==> src/isolde_defines.svh <==
/*
  shared constants for the front end
  batch depth, boot delay, custom major opcode and func3 codes
*/
`ifndef ISOLDE_DEFINES_SVH
`define ISOLDE_DEFINES_SVH

// words held by the fetch window
`define ISOLDE_BATCH_WORDS 5

// cycles the decoder stays in boot after reset
`define ISOLDE_BOOT_CYCLES 6

// custom-0 major opcode
`define ISOLDE_OPC_CUSTOM 7'b0001011

`define ISOLDE_F3_VLE32_4 3'd0  // quad word load
`define ISOLDE_F3_GEMM    3'd1  // two word gemm

`endif

==> src/isolde_regfile_pkg.sv <==
/*
  quad register file types
  register index, four lane data word, write port
*/
`default_nettype none

package isolde_regfile_pkg;

  // 32 quad registers
  typedef logic [4:0] qreg_addr_t;

  // lane 3 in the top bits, lane 0 at the bottom
  typedef logic [3:0][31:0] qreg_data_t;

  // single write port
  typedef struct packed {
    logic       we;     // one cycle write strobe
    qreg_addr_t waddr;
    qreg_data_t wdata;
  } qreg_wr_t;

endpackage

`default_nettype wire

==> src/isolde_decoder_pkg.sv <==
/*
  decoder types
  opcode enum, instruction batch, decoded and issued gemm ops, length function
*/
`default_nettype none
`include "isolde_defines.svh"

package isolde_decoder_pkg;

  typedef enum logic [1:0] {
    isolde_opcode_invalid = 2'd0,
    isolde_opcode_vle32_4 = 2'd1,
    isolde_opcode_gemm    = 2'd2
  } isolde_opcode_e;

  // word 0 is the oldest word in the window
  typedef logic [`ISOLDE_BATCH_WORDS-1:0][31:0] instr_batch_t;

  // unpacked gemm fields
  typedef struct packed {
    logic [2:0]                     func3;
    logic [1:0]                     funct2;
    logic [4:0]                     rd1;    // gpr
    logic [4:0]                     rd2;
    logic [4:0]                     rs1;    // gpr
    logic [4:0]                     rs2;    // gpr
    logic [4:0]                     rs3;    // gpr
    isolde_regfile_pkg::qreg_addr_t rs4;    // quad operand a
    isolde_regfile_pkg::qreg_addr_t rs5;    // quad operand b
  } gemm_op_t;

  // gemm plus its two quad operands
  typedef struct packed {
    gemm_op_t                       op;
    isolde_regfile_pkg::qreg_data_t a;
    isolde_regfile_pkg::qreg_data_t b;
  } issue_op_t;

  // instruction length in words
  function automatic logic [2:0] instr_len(isolde_opcode_e opc);
    case (opc)
      isolde_opcode_vle32_4: return 3'd5;
      isolde_opcode_gemm:    return 3'd2;
      default:               return 3'd1;  // invalid drops a single word
    endcase
  endfunction

endpackage

`default_nettype wire

==> src/isolde_issue_stage.sv <==
/*
  gemm issue stage
  captures op with both quad operands, holds it while execution stalls
*/
`timescale 1ns/1ps
`default_nettype none

module isolde_issue_stage (
  input  wire                                 clk_i,
  input  wire                                 rst_ni,
  input  wire                                 op_valid_i,   // one cycle pulse
  input  wire isolde_decoder_pkg::gemm_op_t   op_i,
  input  wire                                 exec_stall_i,
  output logic                                stall_o,
  output isolde_regfile_pkg::qreg_addr_t      raddr_a_o,
  output isolde_regfile_pkg::qreg_addr_t      raddr_b_o,
  input  wire isolde_regfile_pkg::qreg_data_t rdata_a_i,
  input  wire isolde_regfile_pkg::qreg_data_t rdata_b_i,
  output logic                                issue_valid_o,
  output isolde_decoder_pkg::issue_op_t       issue_o
);

  // operand lookup straight from the incoming op
  assign raddr_a_o = op_i.rs4;
  assign raddr_b_o = op_i.rs5;

  // held op blocks the next one
  assign stall_o = issue_valid_o && exec_stall_i;

  always_ff @(posedge clk_i or negedge rst_ni) begin
    if (!rst_ni) begin
      issue_valid_o <= 1'b0;
    end else if (op_valid_i) begin
      issue_valid_o <= 1'b1;
    end else if (!exec_stall_i) begin
      issue_valid_o <= 1'b0;  // taken by execution
    end
  end

  always_ff @(posedge clk_i) begin
    if (op_valid_i) begin
      issue_o.op <= op_i;
      issue_o.a  <= rdata_a_i;  // quad data read in the same cycle
      issue_o.b  <= rdata_b_i;
    end
  end

  // decoder must wait in STALL so no op is dropped
  a_no_drop: assert property (@(posedge clk_i) disable iff (!rst_ni)
    op_valid_i |-> !stall_o);

endmodule

`default_nettype wire

==> config.mk <==
export PLATFORM = sky130hd
export DESIGN_NAME = isolde_issue_stage
export DESIGN_NICKNAME = d
export VERILOG_FILES = /design/src/isolde_regfile_pkg.sv /design/src/isolde_decoder_pkg.sv /design/src/isolde_issue_stage.sv
export VERILOG_INCLUDE_DIRS = /design/src
export SDC_FILE = /design/constraint.sdc
export NUM_CORES = 1
export LEC_CHECK = 0
export ABC_AREA = 1
export BUFFER_PORTS_ARGS = -buffer_cell sky130_fd_sc_hd__buf_2
export CORE_AREA = 2 2 240 242
export CTS_BUF_LIST = sky130_fd_sc_hd__clkbuf_16
export DETAILED_ROUTE_END_ITERATION = 8
export DIE_AREA = 0 0 242 244
export PLACE_DENSITY = 0.38
export SYNTH_ARGS = -nofsm -noshare
export SYNTH_HDL_FRONTEND = slang
export SYNTH_SLANG_ARGS = --single-unit
==> constraint.sdc <==
create_clock -name clk_i -period 1.3 [get_ports clk_i]
set_input_delay 0.13 -clock clk_i [delete_from_list [all_inputs] [get_ports clk_i]]
set_output_delay 0.13 -clock clk_i [all_outputs]
set_load 0.005 [all_outputs]
==> results summary <==
The flow ran to the end, and the final reports show no timing, DRC or antenna violations. The floorplan step defined a die boundary enclosing ~59000 um^2. The worst setup path is of the reg2out kind. The relative slew slack came out at 0.841.

The worst register-to-register path ends at issue_valid_o. The number of nets in the finished design is ~1.6k. The count of final max-slew check failures came out at 0. Tracing the worst setup path back leads to its startpoint at issue_valid_o. The worst setup path is captured at an output port. The root buffer cell is sky130_fd_sc_hd__clkbuf_16.

In this run, synthesis produced a sequential element count of a little under 300. The pin count of the biggest net entering global routing is 30. Setup repair after global routing could not meet its margin everywhere.

The cell area after synthesis came out at about 9000 um^2. The wire length of the first global-routing pass came out at 45.2 mm. TritonCTS built the clock tree. The total number of vias came out at 6841. The worst register-to-register path has a setup slack of approximately 0.66 ns. The via density per instance is approximately 3.3. The final instance area is 17400 um^2. The die is 242 um wide. The gate count after technology mapping is ~310.

The power density relative to cell area is 1340 nW/um^2. Counting every net in the synthesized netlist gives about 610. For this block, the initial DRC count from the detailed router was 190. The initial antenna violation count was 4.

After clock tree synthesis, the clock-pin slew on the worst setup and hold paths is ~0.060 ns. The required time of the critical path came out at between 1 and 1.5 ns. The number of standard-cell rows in the floorplan is between 80 and 90. The number of endpoints failing setup at the final stage came out at 0. The clock period could shrink to roughly 1.3 ns. Dividing the synthesized area by the synthesized cell count gives about 29 um^2.

The number of buffers between clock root and the deepest sink is 3. Based on the critical path, the design can be clocked at up to slightly below 0.8 GHz. The source-to-sink clock delay at the later pin of the worst-skew pair came out at around 0.52 ns. Max-cap violations in this run came to 0. The average detailed-routed wire length per instance came out at approximately 15 um.

The leakage power of the design is about 7.3 nW. Once detailed placement completed, the half-perimeter wirelength came to between 20 and 25 mm. The signed area change from the synthesized netlist to the final layout is 93.5%. The number of top-level pins came out at around 610. Wires add up to 31.4 mm.

The DRC violation count after routing is 0. The weighted congestion reported at the end of routability-driven placement came out at between 0.8 and 0.9. The total congestion overflow is 0. In this run the critical register-to-register path is launched from issue_valid_o. In this run the remaining antenna-violating nets after routing total 0.

Final hold analysis gives a worst-case slack of 0.304 ns. The starting utilization of the core area came out at 0.160. The first-pass detailed-route iteration total is 4. The number of cells in the finished layout apart from fillers came out at between 2k and 2.5k. STA classifies the critical path startpoint as a register. The actual transition at the worst max-transition pin is between 0.2 and 0.25 ns. The count of synthesis-stage warnings from yosys is 0. Of the synthesized area, sequential elements account for 0.990. The worst-case reg-to-reg path depth is 2.

After detailed placement, the total cell area comes to between 10000 and 15000 um^2. The critical path capture point is stall_o. The number of buffers added on ports came out at between 600 and 700. The die height is between 200 and 250 um. The via count of the first global-routing pass came out at approximately 7.5k. Across every metal layer, demand over resource in global routing totals 0.102.

At the worst endpoint, the arrival time is between 1 and 1.5 ns. The post-placement cell count is approximately 1.7k. The final count of hold timing violations came out at 0. The maximum vdd drop came out at around 1.0 mV. The top cell types in the final layout, fill and taps aside, are sky130_fd_sc_hd__buf_2, sky130_fd_sc_hd__dlygate4sd3_1, sky130_fd_sc_hd__edfxtp_1. The class of the worst hold path is in2reg. The number of distinct library cells after synthesis came out at 5. The number of sinks handled by clock tree synthesis is approximately 300. The region available for standard cell placement spans approximately 56000 um^2. The setup TNS after final layout came out at 0 ns. Leaving out fill and tap cells, the most frequent cell in the layout is sky130_fd_sc_hd__buf_2. On the final layout, the worst clock skew is 0 ns.

The maximum net fanout on the critical path is 2. In the finished design, the share of the clock period the worst path needs comes to 0.986. CTS built an H-tree with a depth of 2. The fraction of final layout cells with drive strength greater than 1 is 0.524. The number of buffers created by CTS came out at 35.
==> cell families (layout without fill, tap and decap cells) <==
logic type / Yosys count / count (layout) / share of synthesized area
flip-flops: 297 / 297 / 0.990
other: 0 / 1 / 0
AND/OR/NAND/NOR: 2 / 2 / 0.000834
buffers and inverters: 12 / 1000 / 0.00917
==> synthesized netlist by cell type <==
cell | n | area [um^2]
sky130_fd_sc_hd__edfxtp_1 | 296 | 8890
sky130_fd_sc_hd__buf_4 | 10 | 75.1
sky130_fd_sc_hd__inv_1 | 2 | 7.51
sky130_fd_sc_hd__nand2_1 | 2 | 7.51
sky130_fd_sc_hd__dfrtp_1 | 1 | 25.0
==> layer usage <==
metal / vias to the layer above / global-route usage / share of wire
met3: 64 / 0.0402 / 0.088
met5: - / 0 / 0.0015
met1: 3226 / 0.104 / 0.35
met4: 6 / 0.0423 / 0.032
met2: 355 / 0.184 / 0.53
li1: 3190 / - / -
==> worst min-delay path by stage <==
stage	startpoint	depth (start not counted)	end	slack, ns
after floorplan	rst_ni	0	issue_valid_o	-0.17
after global placement	rst_ni	1	issue_valid_o	-0.09
after detailed placement	rst_ni	1	issue_valid_o	-0.09
after CTS	rdata_a_i[55]	2	issue_o[183]	0.25
after global routing	rdata_a_i[112]	2	issue_o[240]	0.27
final	rdata_b_i[83]	2	issue_o[83]	0.30
==> per-stage QoR <==
step           power (W)  utilization  setup WS (ns)
5_1_grt           0.0243        0.310        -0.0619
2_1_floorplan     0.0119            -          0.680
6_report          0.0233        0.310         0.0177
3_3_place_gp      0.0136        0.237          0.210
3_5_place_dp      0.0136        0.237          0.206
4_1_cts           0.0238        0.310        -0.0320
==> repair_timing <==
action,in CTS,in global routing
hold buffers,300,0
pin swaps,1,1
buffers inserted,0,0
setup endpoints to repair,3,2
gates resized for setup,2,2
endpoints found under the hold margin,305,0
==> where the power goes <==
part | total, W | switching [W] | internal [W]
combinational | 0.00249 | 0.000997 | 0.00150
sequential | 0.0116 | 0.000186 | 0.0114
clock | 0.00922 | 0.00380 | 0.00542
==> final cells by class <==
class,count,area (um^2)
antenna,1,2.50
clock buffer,36,901
clock inverter,28,186
fill,5615,38700
inverter,2,7.51
multi-input combinational,2,10.0
sequential,297,8910
tap,756,946
timing repair buffer,934,6450
==> state kept, by name, summed over array words and instances, names as in the netlist <==
register	flops
issue_o	296
issue_valid_o	1
==> critical path: stages, from the launching register on <==
cell                      delay (ns)
sky130_fd_sc_hd__dfrtp_1        0.38
sky130_fd_sc_hd__nand2_2        0.10
sky130_fd_sc_hd__inv_2          0.04
sky130_fd_sc_hd__buf_6          0.10
No activity file was read; power rests on OpenSTA's default activity.
