`config.mk`:
```
export PLATFORM = sky130hd
export DESIGN_NAME = isolde_decoder
export DESIGN_NICKNAME = d
export VERILOG_FILES = /design/src/isolde_regfile_pkg.sv /design/src/isolde_decoder_pkg.sv /design/src/isolde_decoder.sv
export VERILOG_INCLUDE_DIRS = /design/src
export SDC_FILE = /design/constraint.sdc
export NUM_CORES = 1
export LEC_CHECK = 0
export CORE_AREA = 10 10 126 128
export DETAILED_ROUTE_END_ITERATION = 8
export DIE_AREA = 0 0 136 138
export DONT_BUFFER_PORTS = 1
export PLACE_DENSITY = 0.54
export SLEW_MARGIN = 10
export SYNTH_ARGS = -nofsm -noshare
export SYNTH_HDL_FRONTEND = slang
export SYNTH_SLANG_ARGS = --single-unit
```
`constraint.sdc`:
```
create_clock -name clk_i -period 4.3 [get_ports clk_i]
set_clock_uncertainty 0.1 [all_clocks]
set_input_delay 0.43 -clock clk_i [delete_from_list [all_inputs] [get_ports clk_i]]
set_output_delay 0.43 -clock clk_i [all_outputs]
set_load 0.02 [all_outputs]
```
`src/isolde_defines.svh`:
```
/*
  shared constants for the front end
  batch depth, boot delay, custom major opcode and func3 codes
*/
`ifndef ISOLDE_DEFINES_SVH
`define ISOLDE_DEFINES_SVH

// words held by the fetch window
`define ISOLDE_BATCH_WORDS 5

// cycles the decoder stays in boot after reset
`define ISOLDE_BOOT_CYCLES 6

// custom-0 major opcode
`define ISOLDE_OPC_CUSTOM 7'b0001011

`define ISOLDE_F3_VLE32_4 3'd0  // quad word load
`define ISOLDE_F3_GEMM    3'd1  // two word gemm

`endif

```
`src/isolde_regfile_pkg.sv`:
```
/*
  quad register file types
  register index, four lane data word, write port
*/
`default_nettype none

package isolde_regfile_pkg;

  // 32 quad registers
  typedef logic [4:0] qreg_addr_t;

  // lane 3 in the top bits, lane 0 at the bottom
  typedef logic [3:0][31:0] qreg_data_t;

  // single write port
  typedef struct packed {
    logic       we;     // one cycle write strobe
    qreg_addr_t waddr;
    qreg_data_t wdata;
  } qreg_wr_t;

endpackage

`default_nettype wire

```
`src/isolde_decoder_pkg.sv`:
```
/*
  decoder types
  opcode enum, instruction batch, decoded and issued gemm ops, length function
*/
`default_nettype none
`include "isolde_defines.svh"

package isolde_decoder_pkg;

  typedef enum logic [1:0] {
    isolde_opcode_invalid = 2'd0,
    isolde_opcode_vle32_4 = 2'd1,
    isolde_opcode_gemm    = 2'd2
  } isolde_opcode_e;

  // word 0 is the oldest word in the window
  typedef logic [`ISOLDE_BATCH_WORDS-1:0][31:0] instr_batch_t;

  // unpacked gemm fields
  typedef struct packed {
    logic [2:0]                     func3;
    logic [1:0]                     funct2;
    logic [4:0]                     rd1;    // gpr
    logic [4:0]                     rd2;
    logic [4:0]                     rs1;    // gpr
    logic [4:0]                     rs2;    // gpr
    logic [4:0]                     rs3;    // gpr
    isolde_regfile_pkg::qreg_addr_t rs4;    // quad operand a
    isolde_regfile_pkg::qreg_addr_t rs5;    // quad operand b
  } gemm_op_t;

  // gemm plus its two quad operands
  typedef struct packed {
    gemm_op_t                       op;
    isolde_regfile_pkg::qreg_data_t a;
    isolde_regfile_pkg::qreg_data_t b;
  } issue_op_t;

  // instruction length in words
  function automatic logic [2:0] instr_len(isolde_opcode_e opc);
    case (opc)
      isolde_opcode_vle32_4: return 3'd5;
      isolde_opcode_gemm:    return 3'd2;
      default:               return 3'd1;  // invalid drops a single word
    endcase
  endfunction

endpackage

`default_nettype wire

```
`src/isolde_decoder.sv`:
```
/*
  variable length instruction decoder
  boot delay, length wait, quad word load, gemm unpack, illegal drop
*/
`timescale 1ns/1ps
`default_nettype none
`include "isolde_defines.svh"

module isolde_decoder (
  input  wire                               clk_i,
  input  wire                               rst_ni,
  input  wire isolde_decoder_pkg::instr_batch_t batch_i,
  input  wire  [2:0]                        words_avail_i,
  input  wire                               stall_i,        // issue stage full
  output logic                              consume_o,
  output logic [2:0]                        consume_cnt_o,
  output isolde_regfile_pkg::qreg_wr_t      qreg_wr_o,
  output logic                              op_valid_o,
  output isolde_decoder_pkg::gemm_op_t      op_o,
  output logic                              illegal_o,
  output logic                              busy_o
);

  localparam int BootCycles = `ISOLDE_BOOT_CYCLES;
  localparam int BootW      = $clog2(BootCycles + 1);

  typedef enum logic [2:0] {
    BOOT,
    IDLE,
    FETCH_COMPUTE,   // decode word 0
    FETCH_REST,      // wait for the remaining words
    STALL            // gemm ready but issue stage blocked
  } state_e;

  state_e state_q, state_d;
  logic [BootW-1:0] boot_cnt_q;

  isolde_decoder_pkg::isolde_opcode_e opcode_d, opcode_q;
  logic [2:0] len_q;  // words in the current instruction

  logic        emit;    // instruction complete and accepted
  logic        reject;  // word 0 not a known instruction
  logic [31:0] w0, w1;

  logic                           we_q;
  isolde_regfile_pkg::qreg_addr_t waddr_q;
  isolde_regfile_pkg::qreg_data_t wdata_q;

  assign w0 = batch_i[0];
  assign w1 = batch_i[1];

  // opcode from word 0
  always_comb begin
    opcode_d = isolde_decoder_pkg::isolde_opcode_invalid;
    if (w0[6:0] == `ISOLDE_OPC_CUSTOM) begin
      case (w0[14:12])
        `ISOLDE_F3_VLE32_4: opcode_d = isolde_decoder_pkg::isolde_opcode_vle32_4;
        `ISOLDE_F3_GEMM:    opcode_d = isolde_decoder_pkg::isolde_opcode_gemm;
        default:            opcode_d = isolde_decoder_pkg::isolde_opcode_invalid;
      endcase
    end
  end

  always_comb begin
    state_d = state_q;
    emit    = 1'b0;
    reject  = 1'b0;
    case (state_q)
      BOOT: begin
        if (boot_cnt_q == BootW'(BootCycles - 1)) state_d = IDLE;
      end
      IDLE: begin
        // window has not shifted yet while consume is out
        if ((words_avail_i != 3'd0) && !consume_o) state_d = FETCH_COMPUTE;
      end
      FETCH_COMPUTE: begin
        if (opcode_d == isolde_decoder_pkg::isolde_opcode_invalid) begin
          reject  = 1'b1;
          state_d = IDLE;
        end else begin
          state_d = FETCH_REST;
        end
      end
      FETCH_REST: begin
        if (words_avail_i >= len_q) begin
          if ((opcode_q == isolde_decoder_pkg::isolde_opcode_gemm) && stall_i) begin
            state_d = STALL;
          end else begin
            emit    = 1'b1;
            state_d = IDLE;
          end
        end
      end
      STALL: begin
        if (!stall_i) begin
          emit    = 1'b1;  // words still sit in the window
          state_d = IDLE;
        end
      end
      default: state_d = IDLE;
    endcase
  end

  always_ff @(posedge clk_i or negedge rst_ni) begin
    if (!rst_ni) begin
      state_q       <= BOOT;
      boot_cnt_q    <= '0;
      opcode_q      <= isolde_decoder_pkg::isolde_opcode_invalid;
      len_q         <= '0;
      consume_o     <= 1'b0;
      consume_cnt_o <= '0;
      illegal_o     <= 1'b0;
      we_q          <= 1'b0;
      op_valid_o    <= 1'b0;
    end else begin
      state_q <= state_d;
      if (state_q == BOOT) boot_cnt_q <= boot_cnt_q + 1'b1;
      if (state_q == FETCH_COMPUTE) begin
        opcode_q <= opcode_d;
        len_q    <= isolde_decoder_pkg::instr_len(opcode_d);
      end
      consume_o     <= emit | reject;
      consume_cnt_o <= reject ? 3'd1 : (emit ? len_q : 3'd0);
      illegal_o     <= reject;
      we_q          <= emit && (opcode_q == isolde_decoder_pkg::isolde_opcode_vle32_4);
      op_valid_o    <= emit && (opcode_q == isolde_decoder_pkg::isolde_opcode_gemm);
    end
  end

  // shared payload for the write and the op
  always_ff @(posedge clk_i) begin
    if (emit) begin
      waddr_q     <= w0[11:7];
      wdata_q     <= {w1, batch_i[2], batch_i[3], batch_i[4]};  // lane 3 is word 1
      op_o.func3  <= w0[14:12];
      op_o.funct2 <= w0[26:25];
      op_o.rd1    <= w0[31:27];
      op_o.rd2    <= w0[11:7];
      op_o.rs4    <= w1[4:0];
      op_o.rs5    <= w1[9:5];
      op_o.rs1    <= w1[14:10];
      op_o.rs2    <= w1[19:15];
      op_o.rs3    <= w1[24:20];
    end
  end

  assign qreg_wr_o.we    = we_q;
  assign qreg_wr_o.waddr = waddr_q;
  assign qreg_wr_o.wdata = wdata_q;

  assign busy_o = (state_q != IDLE);  // boot or instruction in flight

  a_one_target: assert property (@(posedge clk_i) disable iff (!rst_ni)
    !(qreg_wr_o.we && op_valid_o));

endmodule

`default_nettype wire

```
==> flow_metrics.env, run 1 <==
export IMPL_outcome="did not finish"
export IMPL_last_stage_reached="clock tree synthesis"
export IMPL_run_stop_error="[ERROR RSZ-0060] Max buffer count reached."
export IMPL_synthesis_instances=257
export IMPL_die_width_um=136
export IMPL_cts_hold_fix_buffers=101
export IMPL_cts_post_setup_buffers_inserted=0
export IMPL_initial_core_util_pct=40.0
export IMPL_clock_tree_root_cell="sky130_fd_sc_hd__clkbuf_16"
export IMPL_place_inst=406
export IMPL_ys_async_sr_fraction_pct=11.2
export IMPL_place_congestion=0.736
export IMPL_synth_edf_count=143
export IMPL_number_of_top_level_pins=347
export IMPL_synth_top_cells_by_area="sky130_fd_sc_hd__edfxtp_1, sky130_fd_sc_hd__dfrtp_1, sky130_fd_sc_hd__buf_4, sky130_fd_sc_hd__ha_1, sky130_fd_sc_hd__nand2_1"
export IMPL_register_bit_total_from_synthesis=161
export IMPL_cts_repair_resize_count=0
export IMPL_synth_main_ff_cell="sky130_fd_sc_hd__edfxtp_1"
export IMPL_ctsHtreeMaxLevel=4
export IMPL_synth_top_cell_area_share_pct=79.4
export IMPL_syn_avg_cell_area_um2=21.0
export IMPL_netlist_area_um2=5410
export IMPL_clock_sink_count=161
export IMPL_placement_row_count=43
export IMPL_hpwlAfterDp_um=11000
export IMPL_synth_warning_count=0
export IMPL_synth_top_area_cell="sky130_fd_sc_hd__edfxtp_1"
export IMPL_placement_io_buffers=0
export IMPL_synth_cell_type_count=30
export IMPL_synth_net_count=428
export IMPL_cts_max_path_buffers=2
export IMPL_synth_sequential_area_ratio_pct=87.8
export IMPL_chipHeight_um=138
export IMPL_cts_buffers=17
-- cells in the mapped netlist (all sizes together) (4+ instances only) --
cell type	count
a21oi	4
buf	32
dfrtp	18
edfxtp	143
ha	5
inv	6
nand2	9
nand2b	5
nand3b	4
nor2	6
-- through the flow --
step / setup WS (ns) / area [um^2] / utilization, % / hold WS [ns]
floorplan: 0.140 / 5410 / - / 0.0344
global placement: 1.49 / 5410 / 40.1 / 0.0351
detailed placement: 1.50 / 5410 / 40.1 / 0.0350
-- kinds of logic after synthesis --
| group | synth area share (%) |
|---|---|
| DFF | 87.8 |
| buffers and inverters | 4.93 |
| adders and majority gates | 1.16 |
| and+or+nand+nor | 4.17 |
| xor gates and xnor gates | 0.324 |
| AOI/OAI and AO/OA | 1.64 |
==> inputs of run 2 (changes only) <==
--- a/config.mk
+++ b/config.mk
@@ -6,11 +6,11 @@
 export SDC_FILE = /design/constraint.sdc
 export NUM_CORES = 1
 export LEC_CHECK = 0
-export CORE_AREA = 10 10 126 128
+export CORE_MARGIN = 10
+export CORE_UTILIZATION = 40
 export DETAILED_ROUTE_END_ITERATION = 8
-export DIE_AREA = 0 0 136 138
 export DONT_BUFFER_PORTS = 1
-export PLACE_DENSITY = 0.54
+export PLACE_DENSITY_LB_ADDON = 0.15
 export SLEW_MARGIN = 10
 export SYNTH_ARGS = -nofsm -noshare
 export SYNTH_HDL_FRONTEND = slang
==> constraint.sdc (replaced) <==
create_clock -name clk_i -period 5.59 [get_ports clk_i]
set_clock_uncertainty 0.1 [all_clocks]
set_input_delay 0.559 -clock clk_i [delete_from_list [all_inputs] [get_ports clk_i]]
set_output_delay 0.559 -clock clk_i [all_outputs]
set_load 0.02 [all_outputs]
==> flow_metrics.env, run 2 <==
export IMPL_outcome="completed"
export IMPL_drv_max_cap_violation_count=0
export IMPL_insertion_delay_ns=0.42
export IMPL_p_sw_share_pct=29.3
export IMPL_synth_edf_count=143
export IMPL_die_area_um2=18600
export IMPL_largest_register_ffs=108
export IMPL_net_switching_power_mw=0.960
export IMPL_route_detailed_vias_per_inst=5.03
export IMPL_p_leak_nw=2.01
export IMPL_post_place_ws_ns=2.13
export IMPL_synth_top_cell_area_share_pct=79.4
export IMPL_clock_tree_root_cell="sky130_fd_sc_hd__clkbuf_16"
export IMPL_globalRouteOverflowTotal=0
export IMPL_crit_path_start_kind="register"
export IMPL_synthesis_instances=257
export IMPL_fill_cells=1122
export IMPL_mostFrequentLayoutCell="sky130_fd_sc_hd__edfxtp_1"
export IMPL_drtPass1Iterations=4
export IMPL_hpwlAfterDp_um=11400
export IMPL_place_inst=402
export IMPL_timing_worst_slew_pin_value_ns=1.14
export IMPL_clock_power_share_pct=34.5
export IMPL_final_period_utilization_pct=58.6
export IMPL_final_hold_viol_count=0
export IMPL_ctsHtreeMaxLevel=4
export IMPL_drt_first_iter_violations=149
export IMPL_synth_top_cells_by_area="sky130_fd_sc_hd__edfxtp_1, sky130_fd_sc_hd__dfrtp_1, sky130_fd_sc_hd__buf_4, sky130_fd_sc_hd__ha_1, sky130_fd_sc_hd__nand2_1"
export IMPL_register_bit_total_from_synthesis=161
export IMPL_setup_worst_path_class="register to register"
export IMPL_via_count=2198
export IMPL_p_seq_share_pct=59.0
export IMPL_hold_path_class="input pin to register"
export IMPL_timing_final_max_slew_violations=0
export IMPL_clock_sink_count=161
export IMPL_die_width_um=136
export IMPL_post_route_drc_count=0
export IMPL_clock_tree_from_tritoncts="built"
export IMPL_initial_core_util_pct=40.8
export IMPL_chipHeight_um=136
export IMPL_slew_limit_headroom_pct=24.1
export IMPL_area_growth_synth_to_final_pct=10.7
export IMPL_setup_repair_after_global_routing_missed_its_margin="false"
export IMPL_cts_post_setup_buffers_inserted=0
export IMPL_placement_row_count=42
export IMPL_tns_ns=0
export IMPL_ys_async_sr_fraction_pct=11.2
export IMPL_number_of_top_level_pins=347
export IMPL_mostFrequentLayoutCells="sky130_fd_sc_hd__edfxtp_1, sky130_fd_sc_hd__dfrtp_1, sky130_fd_sc_hd__clkbuf_16, sky130_fd_sc_hd__nand2_1, sky130_fd_sc_hd__nor2_1"
export IMPL_synth_top_area_cell="sky130_fd_sc_hd__edfxtp_1"
export IMPL_grt_pass1_vias=2253
export IMPL_netlist_area_um2=5410
export IMPL_setup_ws_ns=2.31
export IMPL_min_period_ns=3.28
export IMPL_grt_use_total_pct=14.6
export IMPL_end_kind="register"
export IMPL_grt_pass1_wl_um=18300
export IMPL_core_region_area_um2=13200
export IMPL_antenna_found_initial=2
export IMPL_clk_transition_reported_paths_ns=0.06
export IMPL_postRouteWirelength_um=14500
export IMPL_final_antenna_net_count=0
export IMPL_layout_cells_non_filler=437
export IMPL_synth_most_common_cell="sky130_fd_sc_hd__edfxtp_1"
export IMPL_timing_final_setup_violations=0
export IMPL_power_density_cell_area_nw_per_um2=548
export IMPL_combinationalPowerShare_pct=6.5
export IMPL_worst_endpoint_required_ns=5.52
export IMPL_syn_avg_cell_area_um2=21.0
export IMPL_synth_main_ff_cell="sky130_fd_sc_hd__edfxtp_1"
export IMPL_synth_sequential_area_ratio_pct=87.8
export IMPL_cts_max_path_buffers=2
export IMPL_synth_net_count=428
export IMPL_synth_cells_most_frequent="sky130_fd_sc_hd__edfxtp_1, sky130_fd_sc_hd__buf_4, sky130_fd_sc_hd__dfrtp_1"
export IMPL_timing_critical_path_fanout_max=90
export IMPL_fmax_ghz=0.305
export IMPL_synth_warning_count=0
export IMPL_reg2reg_slack_ns=2.31
export IMPL_layout_drive_gt1_share_pct=11.2
export IMPL_intPower_mw=2.32
export IMPL_grt_start_max_net_pins=91
export IMPL_vdd_ir_drop_max_v=0.000196
export IMPL_critPathArrivalTime_ns=3.21
export IMPL_wl_per_cell_um=33.1
export IMPL_synth_cell_type_count=30
export IMPL_place_congestion=0.713
export IMPL_num_nets_final=417
export IMPL_cts_buffers=17
export IMPL_placement_io_buffers=0
[run 2: cell counts after synthesis]
No cell type changed its count.
[run 2: cell type report]
type                            instances  area (um^2)  area share [%]
Sequential cell                       161         4740            79.3
Clock buffer                           19          433            7.23
Multi-Input combinational cell         58          394            6.58
Tap cell                              176          220            3.68
Clock inverter                         13          144            2.40
Inverter                                6         27.5           0.460
Timing Repair Buffer                    2         17.5           0.293
Antenna cell                            2         5.00          0.0836
[run 2: final timing paths]
path,from,end,cells past startpoint
max in group asynchronous,rst_ni,boot_cnt_q[1],1
worst min-delay path,batch_i[12],len_q[0],1
worst min register to register,boot_cnt_q[2],boot_cnt_q[2],1
worst max-delay path,len_q[2],qreg_wr_o[79],7
min in group asynchronous,rst_ni,consume_cnt_o[2],1
worst max register to register,len_q[2],qreg_wr_o[79],7
[run 2: cell families (layout without fill, tap and decap cells)]
group	count (synthesis)	in the layout	share of synthesized area, %
and+or+nand+nor	38	38	4.17
adders and majority gates	5	5	1.16
xor gates and xnor gates	2	2	0.324
DFF	161	161	87.8
buffers and inverters	38	40	4.93
AOI/OAI and AO/OA	13	13	1.64
other	0	2	0
[run 2: stage by stage]
stage	area, um^2	util [%]	hold WS, ns	power [mW]
finish	5990	45.2	0.128	3.28
global route	5980	45.2	0.110	3.41
detailed placement	5390	40.7	0.164	2.19
CTS	5980	45.2	0.109	3.32
global placement	5390	40.7	0.164	2.18
floorplan	5410	-	0.163	2.13
[run 2: power by group through the flow]
stage,Combinational [mW],Sequential (mW),Clock [mW]
3_3_place_gp,0.209,1.97,0
5_1_grt,0.241,1.95,1.21
6_report,0.212,1.93,1.13
4_1_cts,0.218,1.95,1.16
2_1_floorplan,0.248,1.88,0
3_5_place_dp,0.216,1.97,0
[run 2: critical path: stages (launching register included)]
cell	delay [ns]
sky130_fd_sc_hd__dfrtp_1	0.35
sky130_fd_sc_hd__inv_1	0.06
sky130_fd_sc_hd__ha_1	0.29
sky130_fd_sc_hd__nand2_1	0.05
sky130_fd_sc_hd__o21ai_1	0.26
sky130_fd_sc_hd__a21oi_1	0.31
sky130_fd_sc_hd__inv_6	0.44
sky130_fd_sc_hd__buf_4	0.90
[run 2: per-layer routing]
metal / vias to the layer above / global-route usage [%] / routed length, um
li1: 920 / - / -
met5: - / 0 / 0
met4: 0 / 6.92 / 309
met2: 160 / 25.4 / 8000
met1: 1091 / 13.9 / 4710
met3: 27 / 7.71 / 1450
[run 2: timing repair]
item	in CTS	in global routing
hold endpoints to repair	18	0
hold buffers	1	0
gates resized for setup	0	0
Note: power is estimated with default switching activity, not from simulation.
==> inputs of run 3 (changes only) <==
==> constraint.sdc (replaced) <==
create_clock -name clk_i -period 2.8 [get_ports clk_i]
set_clock_uncertainty 0.1 [all_clocks]
set_input_delay 0.28 -clock clk_i [delete_from_list [all_inputs] [get_ports clk_i]]
set_output_delay 0.28 -clock clk_i [all_outputs]
set_load 0.02 [all_outputs]
==> flow_metrics.env, run 3 <==
export IMPL_synth_net_count=428
export IMPL_ys_async_sr_fraction_pct=11.2
export IMPL_post_synth_xor_area_fraction_pct=0.324
export IMPL_cts_hold_fix_buffers=101
export IMPL_synth_fa_ha_area_share_pct=1.16
export IMPL_synth_cell_type_count=30
export IMPL_synth_edf_count=143
export IMPL_cts_post_setup_buffers_inserted=0
export IMPL_number_of_top_level_pins=347
export IMPL_initial_core_util_pct=40.8
export IMPL_cts_max_path_buffers=2
export IMPL_outcome="did not finish"
export IMPL_register_bit_total_from_synthesis=161
export IMPL_hpwlAfterDp_um=11600
export IMPL_place_congestion=0.731
export IMPL_ctsHtreeMaxLevel=4
export IMPL_cts_buffers=17
export IMPL_synth_main_ff_cell="sky130_fd_sc_hd__edfxtp_1"
export IMPL_placement_io_buffers=0
export IMPL_synth_mux_area_share_pct=0
export IMPL_dpl_instance_area_um2=5470
export IMPL_last_stage_reached="clock tree synthesis"
export IMPL_synth_top_cells_by_area="sky130_fd_sc_hd__edfxtp_1, sky130_fd_sc_hd__dfrtp_1, sky130_fd_sc_hd__buf_4, sky130_fd_sc_hd__ha_1, sky130_fd_sc_hd__nand2_1"
export IMPL_cts_repair_resize_count=0
export IMPL_synth_area_in_compound_gates_pct=1.64
export IMPL_yosys_area_share_simple_pct=4.17
export IMPL_synthesis_instances=257
export IMPL_chipHeight_um=136
export IMPL_placement_row_count=42
export IMPL_place_inst=406
export IMPL_synth_top_area_cell="sky130_fd_sc_hd__edfxtp_1"
export IMPL_die_width_um=136
export IMPL_synth_top_family_by_area="buffers and inverters"
export IMPL_synth_top_cell_area_share_pct=79.4
export IMPL_synth_cells_most_frequent="sky130_fd_sc_hd__edfxtp_1, sky130_fd_sc_hd__buf_4, sky130_fd_sc_hd__dfrtp_1"
export IMPL_synth_warning_count=0
export IMPL_clock_sink_count=161
export IMPL_netlist_area_um2=5410
export IMPL_syn_avg_cell_area_um2=21.0
export IMPL_run_stop_error="[ERROR RSZ-0060] Max buffer count reached."
export IMPL_clock_tree_root_cell="sky130_fd_sc_hd__clkbuf_16"
export IMPL_synth_sequential_area_ratio_pct=87.8
export IMPL_synth_most_common_cell="sky130_fd_sc_hd__edfxtp_1"
-- run 3: cells by family after synthesis --
logic type | Yosys count
flip-flops | 161
buffers and inverters | 38
AND/OR/NAND/NOR | 38
AO/OA/AOI/OAI | 13
adder cells (fa/ha/maj) | 5
XOR/XNOR | 2
-- run 3: per-stage QoR --
stage | util, % | worst slack [ns]
after floorplan | - | -0.946
after global placement | 41.3 | 0.457
after detailed placement | 41.3 | 0.416
